--- config.mk ---
export PLATFORM = sky130hd
export DESIGN_NAME = rcc_rst_ctrl
export DESIGN_NICKNAME = d
export VERILOG_FILES = /design/src/common/rcc_pkg.sv /design/src/rst_seq/rcc_domain_rst_seq.sv /design/src/rtl/rcc_lp_req.sv /design/src/rtl/rcc_rst_ctrl.sv /design/src/rtl/rcc_rst_dist.sv /design/src/rtl/rcc_rst_sources.sv
export SDC_FILE = /design/constraint.sdc
export NUM_CORES = 1
export LEC_CHECK = 0
export BUFFER_PORTS_ARGS = -buffer_cell sky130_fd_sc_hd__buf_2
export CAP_MARGIN = 20
export CORE_ASPECT_RATIO = 0.75
export CORE_UTILIZATION = 46
export DETAILED_ROUTE_END_ITERATION = 10
export GPL_TIMING_DRIVEN = 0
export PLACE_DENSITY = 0.75
export SLEW_MARGIN = 10
export SYNTH_ARGS = -nofsm -noshare
export SYNTH_HDL_FRONTEND = slang
export SYNTH_SLANG_ARGS = --single-unit
--- constraint.sdc ---
create_clock -name sys_clk -period 1.2 [get_ports sys_clk]
set_input_delay 0.18 -clock sys_clk [delete_from_list [all_inputs] [get_ports sys_clk]]
set_output_delay 0.18 -clock sys_clk [all_outputs]
set_load 0.02 [all_outputs]
--- src/common/rcc_pkg.sv ---
package rcc_pkg;

  // ========================================================================
  // domain indexing
  // ========================================================================
  localparam int NUM_DOM = 3;
  localparam int DOM_SYS = 0;
  localparam int DOM_D1  = 1;
  localparam int DOM_D2  = 2;

  // cpu1 and cpu2
  localparam int NUM_CPU = 2;
  // d1, d2, d3 stop requests
  localparam int NUM_LP_DOM = 3;

  // ========================================================================
  // timing, in sys_clk cycles
  // ========================================================================
  // reset hold after the domain hold drops
  localparam int DOM_RST_CYCLES [0:NUM_DOM-1] = '{4, 10, 10};
  // clock-on delay after domain reset release
  localparam int DOM_CLK_DELAY  [0:NUM_DOM-1] = '{8, 8, 8};
  localparam int CPU_CLK_DELAY = 8;

  // largest entry, floor given by the caller
  function automatic int dom_max(input int vals [0:NUM_DOM-1], input int floor_val);
    int m;
    m = floor_val;
    for (int i = 0; i < NUM_DOM; i++) begin
      if (vals[i] > m) m = vals[i];
    end
    return m;
  endfunction

  localparam int RST_CNT_W = $clog2(dom_max(DOM_RST_CYCLES, 1) + 1);
  localparam int CLK_CNT_W = $clog2(dom_max(DOM_CLK_DELAY, CPU_CLK_DELAY) + 1);

  // one bit per sequenced domain
  typedef logic [NUM_DOM-1:0] dom_vec_t;

endpackage

--- src/rst_seq/rcc_domain_rst_seq.sv ---
`timescale 1ns/1ns

module rcc_domain_rst_seq
  import rcc_pkg::*;
#(
  parameter int RST_CYCLES = 10,
  parameter int CLK_DELAY  = 8
) (
  input  logic sys_clk,
  input  logic reset,
  input  logic hold,
  input  logic release_ok,
  input  logic arcg_on,
  output logic rst_n,
  output logic clk_en
);

  logic [RST_CNT_W-1:0] rst_cnt;
  logic                 rst_done;
  logic [CLK_CNT_W-1:0] clk_cnt;
  logic                 clk_ready;

  // ========================================================================
  // reset duration
  // ========================================================================
  // saturates at the duration, cleared by hold
  assign rst_done = (rst_cnt == RST_CNT_W'(RST_CYCLES));

  always_ff @(posedge sys_clk) begin
    if (reset || hold) begin
      rst_cnt <= '0;
    end else if (!rst_done) begin
      rst_cnt <= rst_cnt + RST_CNT_W'(1);
    end
  end

  // release once duration done and release_ok seen
  // stays released until the next hold
  always_ff @(posedge sys_clk) begin
    if (reset || hold) begin
      rst_n <= 1'b0;
    end else if (rst_done && release_ok) begin
      rst_n <= 1'b1;
    end
  end

  // ========================================================================
  // clock enable after release
  // ========================================================================
  // counts the cycles spent out of reset
  // enable is registered, so stop one short of the delay
  assign clk_ready = (clk_cnt == CLK_CNT_W'(CLK_DELAY - 1));

  always_ff @(posedge sys_clk) begin
    if (reset || hold || !rst_n) begin
      clk_cnt <= '0;
    end else if (!clk_ready) begin
      clk_cnt <= clk_cnt + CLK_CNT_W'(1);
    end
  end

  // arcg off: clock runs free, even in reset
  // hold drops clk_en on the same edge as rst_n
  always_ff @(posedge sys_clk) begin
    if (reset) begin
      clk_en <= 1'b0;
    end else if (!arcg_on) begin
      clk_en <= 1'b1;
    end else begin
      clk_en <= rst_n && !hold && clk_ready;
    end
  end

endmodule

--- src/rtl/rcc_lp_req.sv ---
`timescale 1ns/1ns

module rcc_lp_req
  import rcc_pkg::*;
(
  input  logic sys_clk,
  input  logic reset,
  input  logic sys_rst_n,
  // cpu sleep state and peripheral allocation
  input  logic c1_deepsleep,
  input  logic c2_deepsleep,
  input  logic d3_deepsleep,
  input  logic c2_per_alloc_d1,
  input  logic c1_per_alloc_d2,
  // bridge busy flags
  input  logic axi_d1_busy,
  input  logic ahb3_d1_busy,
  input  logic apb3_d1_busy,
  input  logic flash_busy,
  input  logic ahb1_d2_busy,
  input  logic ahb2_d2_busy,
  input  logic apb1_d2_busy,
  input  logic apb2_d2_busy,
  input  logic ahb4_d3_busy,
  input  logic apb4_d3_busy,
  // wakeups from pwr
  input  logic pwr_d1_wkup,
  input  logic pwr_d2_wkup,
  input  logic pwr_d3_wkup,
  output logic pwr_d1_req,
  output logic pwr_d2_req,
  output logic pwr_d3_req
);

  logic                  d1_busy;
  logic                  d2_busy;
  logic                  d3_busy;
  // bit order is d1, d2, d3
  logic [NUM_LP_DOM-1:0] req_set;
  logic [NUM_LP_DOM-1:0] req_wkup;
  logic [NUM_LP_DOM-1:0] req_q;

  // ========================================================================
  // busy aggregation
  // ========================================================================
  assign d1_busy = axi_d1_busy || ahb3_d1_busy || apb3_d1_busy || flash_busy;
  assign d2_busy = ahb1_d2_busy || ahb2_d2_busy || apb1_d2_busy || apb2_d2_busy;
  // d3 cannot stop while anything below it is busy
  assign d3_busy = d1_busy || d2_busy || ahb4_d3_busy || apb4_d3_busy;

  // c1 stopped, and c2 stopped or owns nothing in d1
  assign req_set[0] = c1_deepsleep && (c2_deepsleep || !c2_per_alloc_d1) && !d1_busy;
  // mirror for d2
  assign req_set[1] = c2_deepsleep && (c1_deepsleep || !c1_per_alloc_d2) && !d2_busy;
  // everyone asleep
  assign req_set[2] = c1_deepsleep && c2_deepsleep && d3_deepsleep && !d3_busy;

  assign req_wkup = {pwr_d3_wkup, pwr_d2_wkup, pwr_d1_wkup};

  // ========================================================================
  // request latches
  // ========================================================================
  // set-dominant, wakeup clears, forced low in system reset
  always_ff @(posedge sys_clk) begin
    if (reset || !sys_rst_n) begin
      req_q <= '0;
    end else begin
      req_q <= req_set | (req_q & ~req_wkup);
    end
  end

  assign pwr_d1_req = req_q[0];
  assign pwr_d2_req = req_q[1];
  assign pwr_d3_req = req_q[2];

endmodule

--- src/rtl/rcc_rst_ctrl.sv ---
`timescale 1ns/1ns

module rcc_rst_ctrl
  import rcc_pkg::*;
(
  input  logic sys_clk,
  input  logic reset,
  input  logic arcg_on,
  // reset sources
  input  logic nrst_in,
  input  logic pwr_vcore_ok,
  input  logic obl_done,
  input  logic flash_obl_reload,
  input  logic flash_power_ok,
  input  logic hsi_rdy,
  input  logic pwr_d1_ok,
  input  logic pwr_d2_ok,
  input  logic pwr_bor_rst,
  input  logic lpwr1_rst,
  input  logic lpwr2_rst,
  input  logic iwdg1_rst,
  input  logic iwdg2_rst,
  input  logic wwdg1_rst,
  input  logic wwdg2_rst,
  input  logic ww1rsc,
  input  logic ww2rsc,
  input  logic cpu1_sftrst,
  input  logic cpu2_sftrst,
  // low-power inputs
  input  logic c1_deepsleep,
  input  logic c2_deepsleep,
  input  logic d3_deepsleep,
  input  logic c2_per_alloc_d1,
  input  logic c1_per_alloc_d2,
  input  logic axi_d1_busy,
  input  logic ahb3_d1_busy,
  input  logic apb3_d1_busy,
  input  logic flash_busy,
  input  logic ahb1_d2_busy,
  input  logic ahb2_d2_busy,
  input  logic apb1_d2_busy,
  input  logic apb2_d2_busy,
  input  logic ahb4_d3_busy,
  input  logic apb4_d3_busy,
  input  logic pwr_d1_wkup,
  input  logic pwr_d2_wkup,
  input  logic pwr_d3_wkup,
  // resets and clock enables
  output logic rst_pin_drive,
  output logic sys_rst_n,
  output logic d1_rst_n,
  output logic d2_rst_n,
  output logic sys_clk_en,
  output logic d1_clk_en,
  output logic d2_clk_en,
  output logic cpu1_rst_n,
  output logic cpu2_rst_n,
  output logic d1_bus_rst_n,
  output logic d2_bus_rst_n,
  output logic d3_bus_rst_n,
  output logic cpu1_clk_en,
  output logic cpu2_clk_en,
  // stop requests
  output logic pwr_d1_req,
  output logic pwr_d2_req,
  output logic pwr_d3_req
);

  dom_vec_t dom_hold;
  dom_vec_t dom_release_ok;
  dom_vec_t dom_rst_n;
  dom_vec_t dom_clk_en;

  rcc_rst_sources u_sources (
    .sys_clk(sys_clk), .reset(reset), .nrst_in(nrst_in),
    .pwr_vcore_ok(pwr_vcore_ok), .pwr_d1_ok(pwr_d1_ok), .pwr_d2_ok(pwr_d2_ok),
    .pwr_bor_rst(pwr_bor_rst), .obl_done(obl_done), .flash_obl_reload(flash_obl_reload),
    .flash_power_ok(flash_power_ok), .hsi_rdy(hsi_rdy),
    .lpwr1_rst(lpwr1_rst), .lpwr2_rst(lpwr2_rst),
    .iwdg1_rst(iwdg1_rst), .iwdg2_rst(iwdg2_rst),
    .wwdg1_rst(wwdg1_rst), .wwdg2_rst(wwdg2_rst), .ww1rsc(ww1rsc), .ww2rsc(ww2rsc),
    .cpu1_sftrst(cpu1_sftrst), .cpu2_sftrst(cpu2_sftrst),
    .dom_hold(dom_hold), .dom_release_ok(dom_release_ok), .rst_pin_drive(rst_pin_drive)
  );

  // ========================================================================
  // one sequencer per domain, lengths from the package tables
  // ========================================================================
  for (genvar d = 0; d < NUM_DOM; d++) begin : g_dom
    rcc_domain_rst_seq #(
      .RST_CYCLES(DOM_RST_CYCLES[d]),
      .CLK_DELAY (DOM_CLK_DELAY[d])
    ) u_seq (
      .sys_clk   (sys_clk),
      .reset     (reset),
      .hold      (dom_hold[d]),
      .release_ok(dom_release_ok[d]),
      .arcg_on   (arcg_on),
      .rst_n     (dom_rst_n[d]),
      .clk_en    (dom_clk_en[d])
    );
  end

  assign sys_rst_n  = dom_rst_n[DOM_SYS];
  assign d1_rst_n   = dom_rst_n[DOM_D1];
  assign d2_rst_n   = dom_rst_n[DOM_D2];
  assign sys_clk_en = dom_clk_en[DOM_SYS];
  assign d1_clk_en  = dom_clk_en[DOM_D1];
  assign d2_clk_en  = dom_clk_en[DOM_D2];

  rcc_rst_dist u_dist (
    .sys_clk(sys_clk), .reset(reset), .dom_rst_n(dom_rst_n),
    .wwdg1_rst(wwdg1_rst), .wwdg2_rst(wwdg2_rst), .arcg_on(arcg_on),
    .cpu1_rst_n(cpu1_rst_n), .cpu2_rst_n(cpu2_rst_n),
    .d1_bus_rst_n(d1_bus_rst_n), .d2_bus_rst_n(d2_bus_rst_n), .d3_bus_rst_n(d3_bus_rst_n),
    .cpu1_clk_en(cpu1_clk_en), .cpu2_clk_en(cpu2_clk_en)
  );

  // stop requests cleared by system reset
  rcc_lp_req u_lp_req (
    .sys_clk(sys_clk), .reset(reset), .sys_rst_n(dom_rst_n[DOM_SYS]),
    .c1_deepsleep(c1_deepsleep), .c2_deepsleep(c2_deepsleep), .d3_deepsleep(d3_deepsleep),
    .c2_per_alloc_d1(c2_per_alloc_d1), .c1_per_alloc_d2(c1_per_alloc_d2),
    .axi_d1_busy(axi_d1_busy), .ahb3_d1_busy(ahb3_d1_busy), .apb3_d1_busy(apb3_d1_busy),
    .flash_busy(flash_busy), .ahb1_d2_busy(ahb1_d2_busy), .ahb2_d2_busy(ahb2_d2_busy),
    .apb1_d2_busy(apb1_d2_busy), .apb2_d2_busy(apb2_d2_busy),
    .ahb4_d3_busy(ahb4_d3_busy), .apb4_d3_busy(apb4_d3_busy),
    .pwr_d1_wkup(pwr_d1_wkup), .pwr_d2_wkup(pwr_d2_wkup), .pwr_d3_wkup(pwr_d3_wkup),
    .pwr_d1_req(pwr_d1_req), .pwr_d2_req(pwr_d2_req), .pwr_d3_req(pwr_d3_req)
  );

endmodule

--- src/rtl/rcc_rst_dist.sv ---
`timescale 1ns/1ns

module rcc_rst_dist
  import rcc_pkg::*;
(
  input  logic     sys_clk,
  input  logic     reset,
  input  dom_vec_t dom_rst_n,
  input  logic     wwdg1_rst,
  input  logic     wwdg2_rst,
  input  logic     arcg_on,
  output logic     cpu1_rst_n,
  output logic     cpu2_rst_n,
  output logic     d1_bus_rst_n,
  output logic     d2_bus_rst_n,
  output logic     d3_bus_rst_n,
  output logic     cpu1_clk_en,
  output logic     cpu2_clk_en
);

  logic [NUM_CPU-1:0] cpu_rst_n;
  logic [NUM_CPU-1:0] cpu_clk_en;
  logic               arcg_bypass;

  // ========================================================================
  // cpu and bus resets
  // ========================================================================
  // cpu1 sits in d1, cpu2 in d2
  // window watchdog resets only its own core
  assign cpu_rst_n[0] = dom_rst_n[DOM_SYS] && dom_rst_n[DOM_D1] && !wwdg1_rst;
  assign cpu_rst_n[1] = dom_rst_n[DOM_SYS] && dom_rst_n[DOM_D2] && !wwdg2_rst;

  assign cpu1_rst_n = cpu_rst_n[0];
  assign cpu2_rst_n = cpu_rst_n[1];

  // bus matrices follow the domains only
  assign d1_bus_rst_n = dom_rst_n[DOM_SYS] && dom_rst_n[DOM_D1];
  assign d2_bus_rst_n = dom_rst_n[DOM_SYS] && dom_rst_n[DOM_D2];
  assign d3_bus_rst_n = dom_rst_n[DOM_SYS];

  // ========================================================================
  // cpu clock enables
  // ========================================================================
  // arcg off means every cpu clock runs free
  always_ff @(posedge sys_clk) begin
    if (reset) begin
      arcg_bypass <= 1'b0;
    end else begin
      arcg_bypass <= !arcg_on;
    end
  end

  for (genvar c = 0; c < NUM_CPU; c++) begin : g_cpu
    logic [CLK_CNT_W-1:0] dly_cnt;
    logic                 dly_done;
    logic                 clk_ready;

    // cycles since this core left reset
    assign dly_done = (dly_cnt == CLK_CNT_W'(CPU_CLK_DELAY - 1));

    always_ff @(posedge sys_clk) begin
      if (reset || !cpu_rst_n[c]) begin
        dly_cnt   <= '0;
        clk_ready <= 1'b0;
      end else begin
        if (!dly_done) dly_cnt <= dly_cnt + CLK_CNT_W'(1);
        if (dly_done) clk_ready <= 1'b1;
      end
    end

    // cpu reset is combinational, gate with it so the clock stops at once
    assign cpu_clk_en[c] = arcg_bypass || (clk_ready && cpu_rst_n[c]);
  end

  assign cpu1_clk_en = cpu_clk_en[0];
  assign cpu2_clk_en = cpu_clk_en[1];

endmodule

--- src/rtl/rcc_rst_sources.sv ---
`timescale 1ns/1ns

module rcc_rst_sources
  import rcc_pkg::*;
(
  input  logic     sys_clk,
  input  logic     reset,
  // pad and power
  input  logic     nrst_in,
  input  logic     pwr_vcore_ok,
  input  logic     pwr_d1_ok,
  input  logic     pwr_d2_ok,
  input  logic     pwr_bor_rst,
  // flash and option bytes
  input  logic     obl_done,
  input  logic     flash_obl_reload,
  input  logic     flash_power_ok,
  input  logic     hsi_rdy,
  // low-power, watchdog and software resets
  input  logic     lpwr1_rst,
  input  logic     lpwr2_rst,
  input  logic     iwdg1_rst,
  input  logic     iwdg2_rst,
  input  logic     wwdg1_rst,
  input  logic     wwdg2_rst,
  input  logic     ww1rsc,
  input  logic     ww2rsc,
  input  logic     cpu1_sftrst,
  input  logic     cpu2_sftrst,
  // per-domain hold and release
  output dom_vec_t dom_hold,
  output dom_vec_t dom_release_ok,
  output logic     rst_pin_drive
);

  logic hw_init_done;
  logic obl_rst;
  logic any_rst_src;

  // ========================================================================
  // init and option-byte state
  // ========================================================================
  // vcore up and option bytes loaded, no reload pending
  assign hw_init_done = pwr_vcore_ok && obl_done && !flash_obl_reload;
  // load still pending or reload requested
  assign obl_rst      = !obl_done || flash_obl_reload;

  // ========================================================================
  // domain hold and release conditions
  // ========================================================================
  // system held by pad or until init done
  assign dom_hold[DOM_SYS]       = !nrst_in || !hw_init_done;
  assign dom_release_ok[DOM_SYS] = hsi_rdy && flash_power_ok;

  // flash lives in d1, so d1 also waits for flash power
  assign dom_hold[DOM_D1]        = !pwr_d1_ok;
  assign dom_release_ok[DOM_D1]  = hsi_rdy && flash_power_ok;

  // d2 needs the oscillator only
  assign dom_hold[DOM_D2]        = !pwr_d2_ok;
  assign dom_release_ok[DOM_D2]  = hsi_rdy;

  // ========================================================================
  // pin reset drive
  // ========================================================================
  // window watchdogs only count when their rsc bit is set
  assign any_rst_src = obl_rst || pwr_bor_rst || lpwr1_rst || lpwr2_rst ||
                       iwdg1_rst || iwdg2_rst ||
                       (wwdg1_rst && ww1rsc) || (wwdg2_rst && ww2rsc) ||
                       cpu1_sftrst || cpu2_sftrst;

  always_ff @(posedge sys_clk) begin
    if (reset) begin
      rst_pin_drive <= 1'b0;
    end else begin
      rst_pin_drive <= any_rst_src;
    end
  end

endmodule

==> results.cfg <==
[outcome]
status = finished, violations left
violations = negative setup slack

[timing]
period_share_pct = 105
rsz0062_at_grt = true
worst_slack_ns = -0.0601
slew_violations = 0
finalSetupViolations = 4
skew_ns = 0.00422
hold_viol = 0
timing.final.crit_period_ns = 1.26
max_freq_mhz = 794
holdWs_ns = 0.0673
setup-tns-final_ns = -0.163
max_slew.worst_pin.slew_ns = 0.408
slew_headroom_pct = 72.8

[critical_path]
path_depth = 4
path_cells = nand2_4 > nor2_4 > a21o_1 > buf_6
worst-path-buf-inv = 1
crit_slowest_cell = dfxtp_4
reg2reg_slack_ns = 0.04
required_ns = 1.02
cp-endpoint = cpu1_clk_en
crit_start = g_dom[0].u_seq.rst_n
cpPeakStageDelay_ns = 0.39
setup.worst_path.end_class = primary output
reg2reg_from = g_dom[2].u_seq.rst_cnt[0]
arrival_ns = 1.08
crit_family = flip-flops
reg2regPathDepth = 5
criticalPathCategory = register to primary output
reg2reg_to = g_dom[2].u_seq.rst_cnt[0]
path_max_fanout = 4
crit_path_start_kind = register

[floorplan]
initial_utilization_pct = 48.1
io_pins = 57
dieHeight_um = 58.4
fp.dieArea_um2 = 4500
core-area_um2 = 4050
die_x_um = 77.1
rows = 20

[global_routing]
grtUsageMet3_pct = 5.12
grtUsageMet2_pct = 32.2
grt_start_max_net_pins = 14
grt_pass1_vias = 1541
grt_pass1_wl_um = 6680
overflow = 0
track_usage_pct = 19.5
antenna_found_initial = 0
met1_usage_pct = 23.9
grt_busiest_layer = met2

[detailed_routing]
remaining_drc_errors = 0
drtIter0Drc = 58
vias_per_cell = 4.82
vias = 1624
wire_per_inst_um = 11.9
route.final.wire_length_um = 4000
ant_nets = 0
first_pass_iters = 4

[clocking]
max-clock-path-buffers = 2
cts_tree = done
worst_skew_pair.late_latency_ns = 0.30
clkTransAtPathRegs_ns = 0.08
cts_buffers = 5
ctsHtreeMaxLevel = 2
cts_root_buf = clkbuf_8
clock_sinks = 45

[yosys]
synth_cell_types = 33
synth_most_common_cell = dfxtp_1
synthTopCellsByCount = dfxtp_1, nor2_1, nand3_1
syn_area_per_cell_um2 = 9.32
synth_top_area_share_pct = 46.2
ys_top_cells_by_area = dfxtp_1, nor2_1, ha_1
syn_nets = 260
syn-instance-count = 209
synth_area_um2 = 1950
yosysWarnings = 0
synth_seq_cells = 45
yosysTopAreaCell = dfxtp_1
async_flop_share_pct = 0
synth_edf_count = 0
synth_ff_type = dfxtp_1
ys_seq_area_share_pct = 46.2

[final_layout]
drive_gt1_share_pct = 39.7
area_delta_synth_final_pct = 34.3
layoutNonFillerInstCount = 337
antenna_cells = 0
layout.nets = 332
fill_cells = 332

[power]
power_frac_clock_pct = 37.4
swShare_pct = 21.7
ir_drop_v = 0.000699
power.share.combinational_pct = 6.8
power_frac_seq_pct = 55.8
fin_total_pwr_uw = 2710
p_leak_uw = 0.00122
p_int_uw = 2120
p_sw_uw = 588
power_density_nw_per_um2 = 1040

[placement]
portBuffers = 56
dp_cells = 320
gp_congestion = 0.745
dpl.hpwl_um = 2970
dp_slack_ns = -0.0728

[hold_path]
hold_path_class = primary input to register

[flow_run]
maxCapViolations = 0
-- cells in the final DEF (no fill, tap or decap), drive strengths merged, types with 4 or more instances in the layout --
master	count
nand2	5
nand3	13
nand3b	10
ha	11
clkbuf	8
xor2	4
xnor2	10
nor3	4
dfxtp	45
nor2	39
nor2b	4
o21ai	8
inv	11
mux2i	11
buf	69
-- power by group through the flow --
stage / Sequential, uW / Combinational, uW / Clock (uW)
finish: 1510 / 185 / 1010
CTS: 1510 / 171 / 1050
floorplan: 1560 / 54.6 / 0
global placement: 1550 / 155 / 0
global route: 1510 / 202 / 1100
detailed placement: 1550 / 158 / 0
-- state kept, by name (all words and copies together) (netlist names), 2 cells and up --
| signal | cells |
|---|---|
| u_dist.g_cpu.clk_ready | 2 |
| u_lp_req.req_q | 3 |
| g_dom.u_seq.rst_cnt | 12 |
| u_dist.g_cpu.dly_cnt | 8 |
| g_dom.u_seq.clk_en | 3 |
| g_dom.u_seq.rst_n | 3 |
| g_dom.u_seq.clk_cnt | 12 |
-- layout make-up --
| cell class | count | area [um^2] | area share (%) |
|---|---|---|---|
| Multi-Input combinational cell | 148 | 1070 | 40.9 |
| Sequential cell | 45 | 922 | 35.2 |
| Timing Repair Buffer | 67 | 390 | 14.9 |
| Clock buffer | 7 | 96.3 | 3.68 |
| Tap cell | 55 | 68.8 | 2.63 |
| Inverter | 11 | 41.3 | 1.58 |
| Buffer | 3 | 22.5 | 0.861 |
| Clock inverter | 1 | 5.00 | 0.191 |
-- how the worst min path moves through the flow --
stage                       startpoint                  to  slack (ns)  depth (start not counted)
after floorplan                arcg_on  u_dist.arcg_bypass        0.25                          1
after global placement    apb4_d3_busy   u_lp_req.req_q[2]        0.39                          2
after detailed placement  apb4_d3_busy   u_lp_req.req_q[2]        0.38                          2
after CTS                 apb4_d3_busy   u_lp_req.req_q[2]        0.06                          2
after global routing      apb4_d3_busy   u_lp_req.req_q[2]        0.06                          2
final                     apb4_d3_busy   u_lp_req.req_q[2]        0.07                          2
-- kinds of logic after synthesis --
family	count (synthesis)	share of synthesized area [%]
simple gates	90	24.1
compound gates	22	7.26
fa+ha+maj	11	7.06
flops	45	46.2
mux	11	5.65
xor+xnor	14	6.29
buf+inv	16	3.40
-- metal layers --
layer | share of wire [%] | wire length [um] | up-vias
li1 | - | - | 856
met1 | 49 | 1960 | 736
met2 | 45 | 1820 | 26
met3 | 3.7 | 146 | 6
met4 | 1.8 | 73 | 0
met5 | 0 | 0 | -
-- per-stage QoR --
step | cell area, um^2 | util (%)
after global placement | 2310 | 57.1
after global routing | 2620 | 64.5
final | 2620 | 64.5
after detailed placement | 2310 | 57.1
after floorplan | 1970 | -
after CTS | 2500 | 61.8
-- what timing repair did --
action / 4_1_cts / 5_1_grt
resized for setup: 24 / 23
buffers inserted: 5 / 6
hold buffers: 0 / 0
endpoints found under the setup margin: 20 / 21
pin swaps: 5 / 6
No activity file was read; power rests on OpenSTA's default activity.
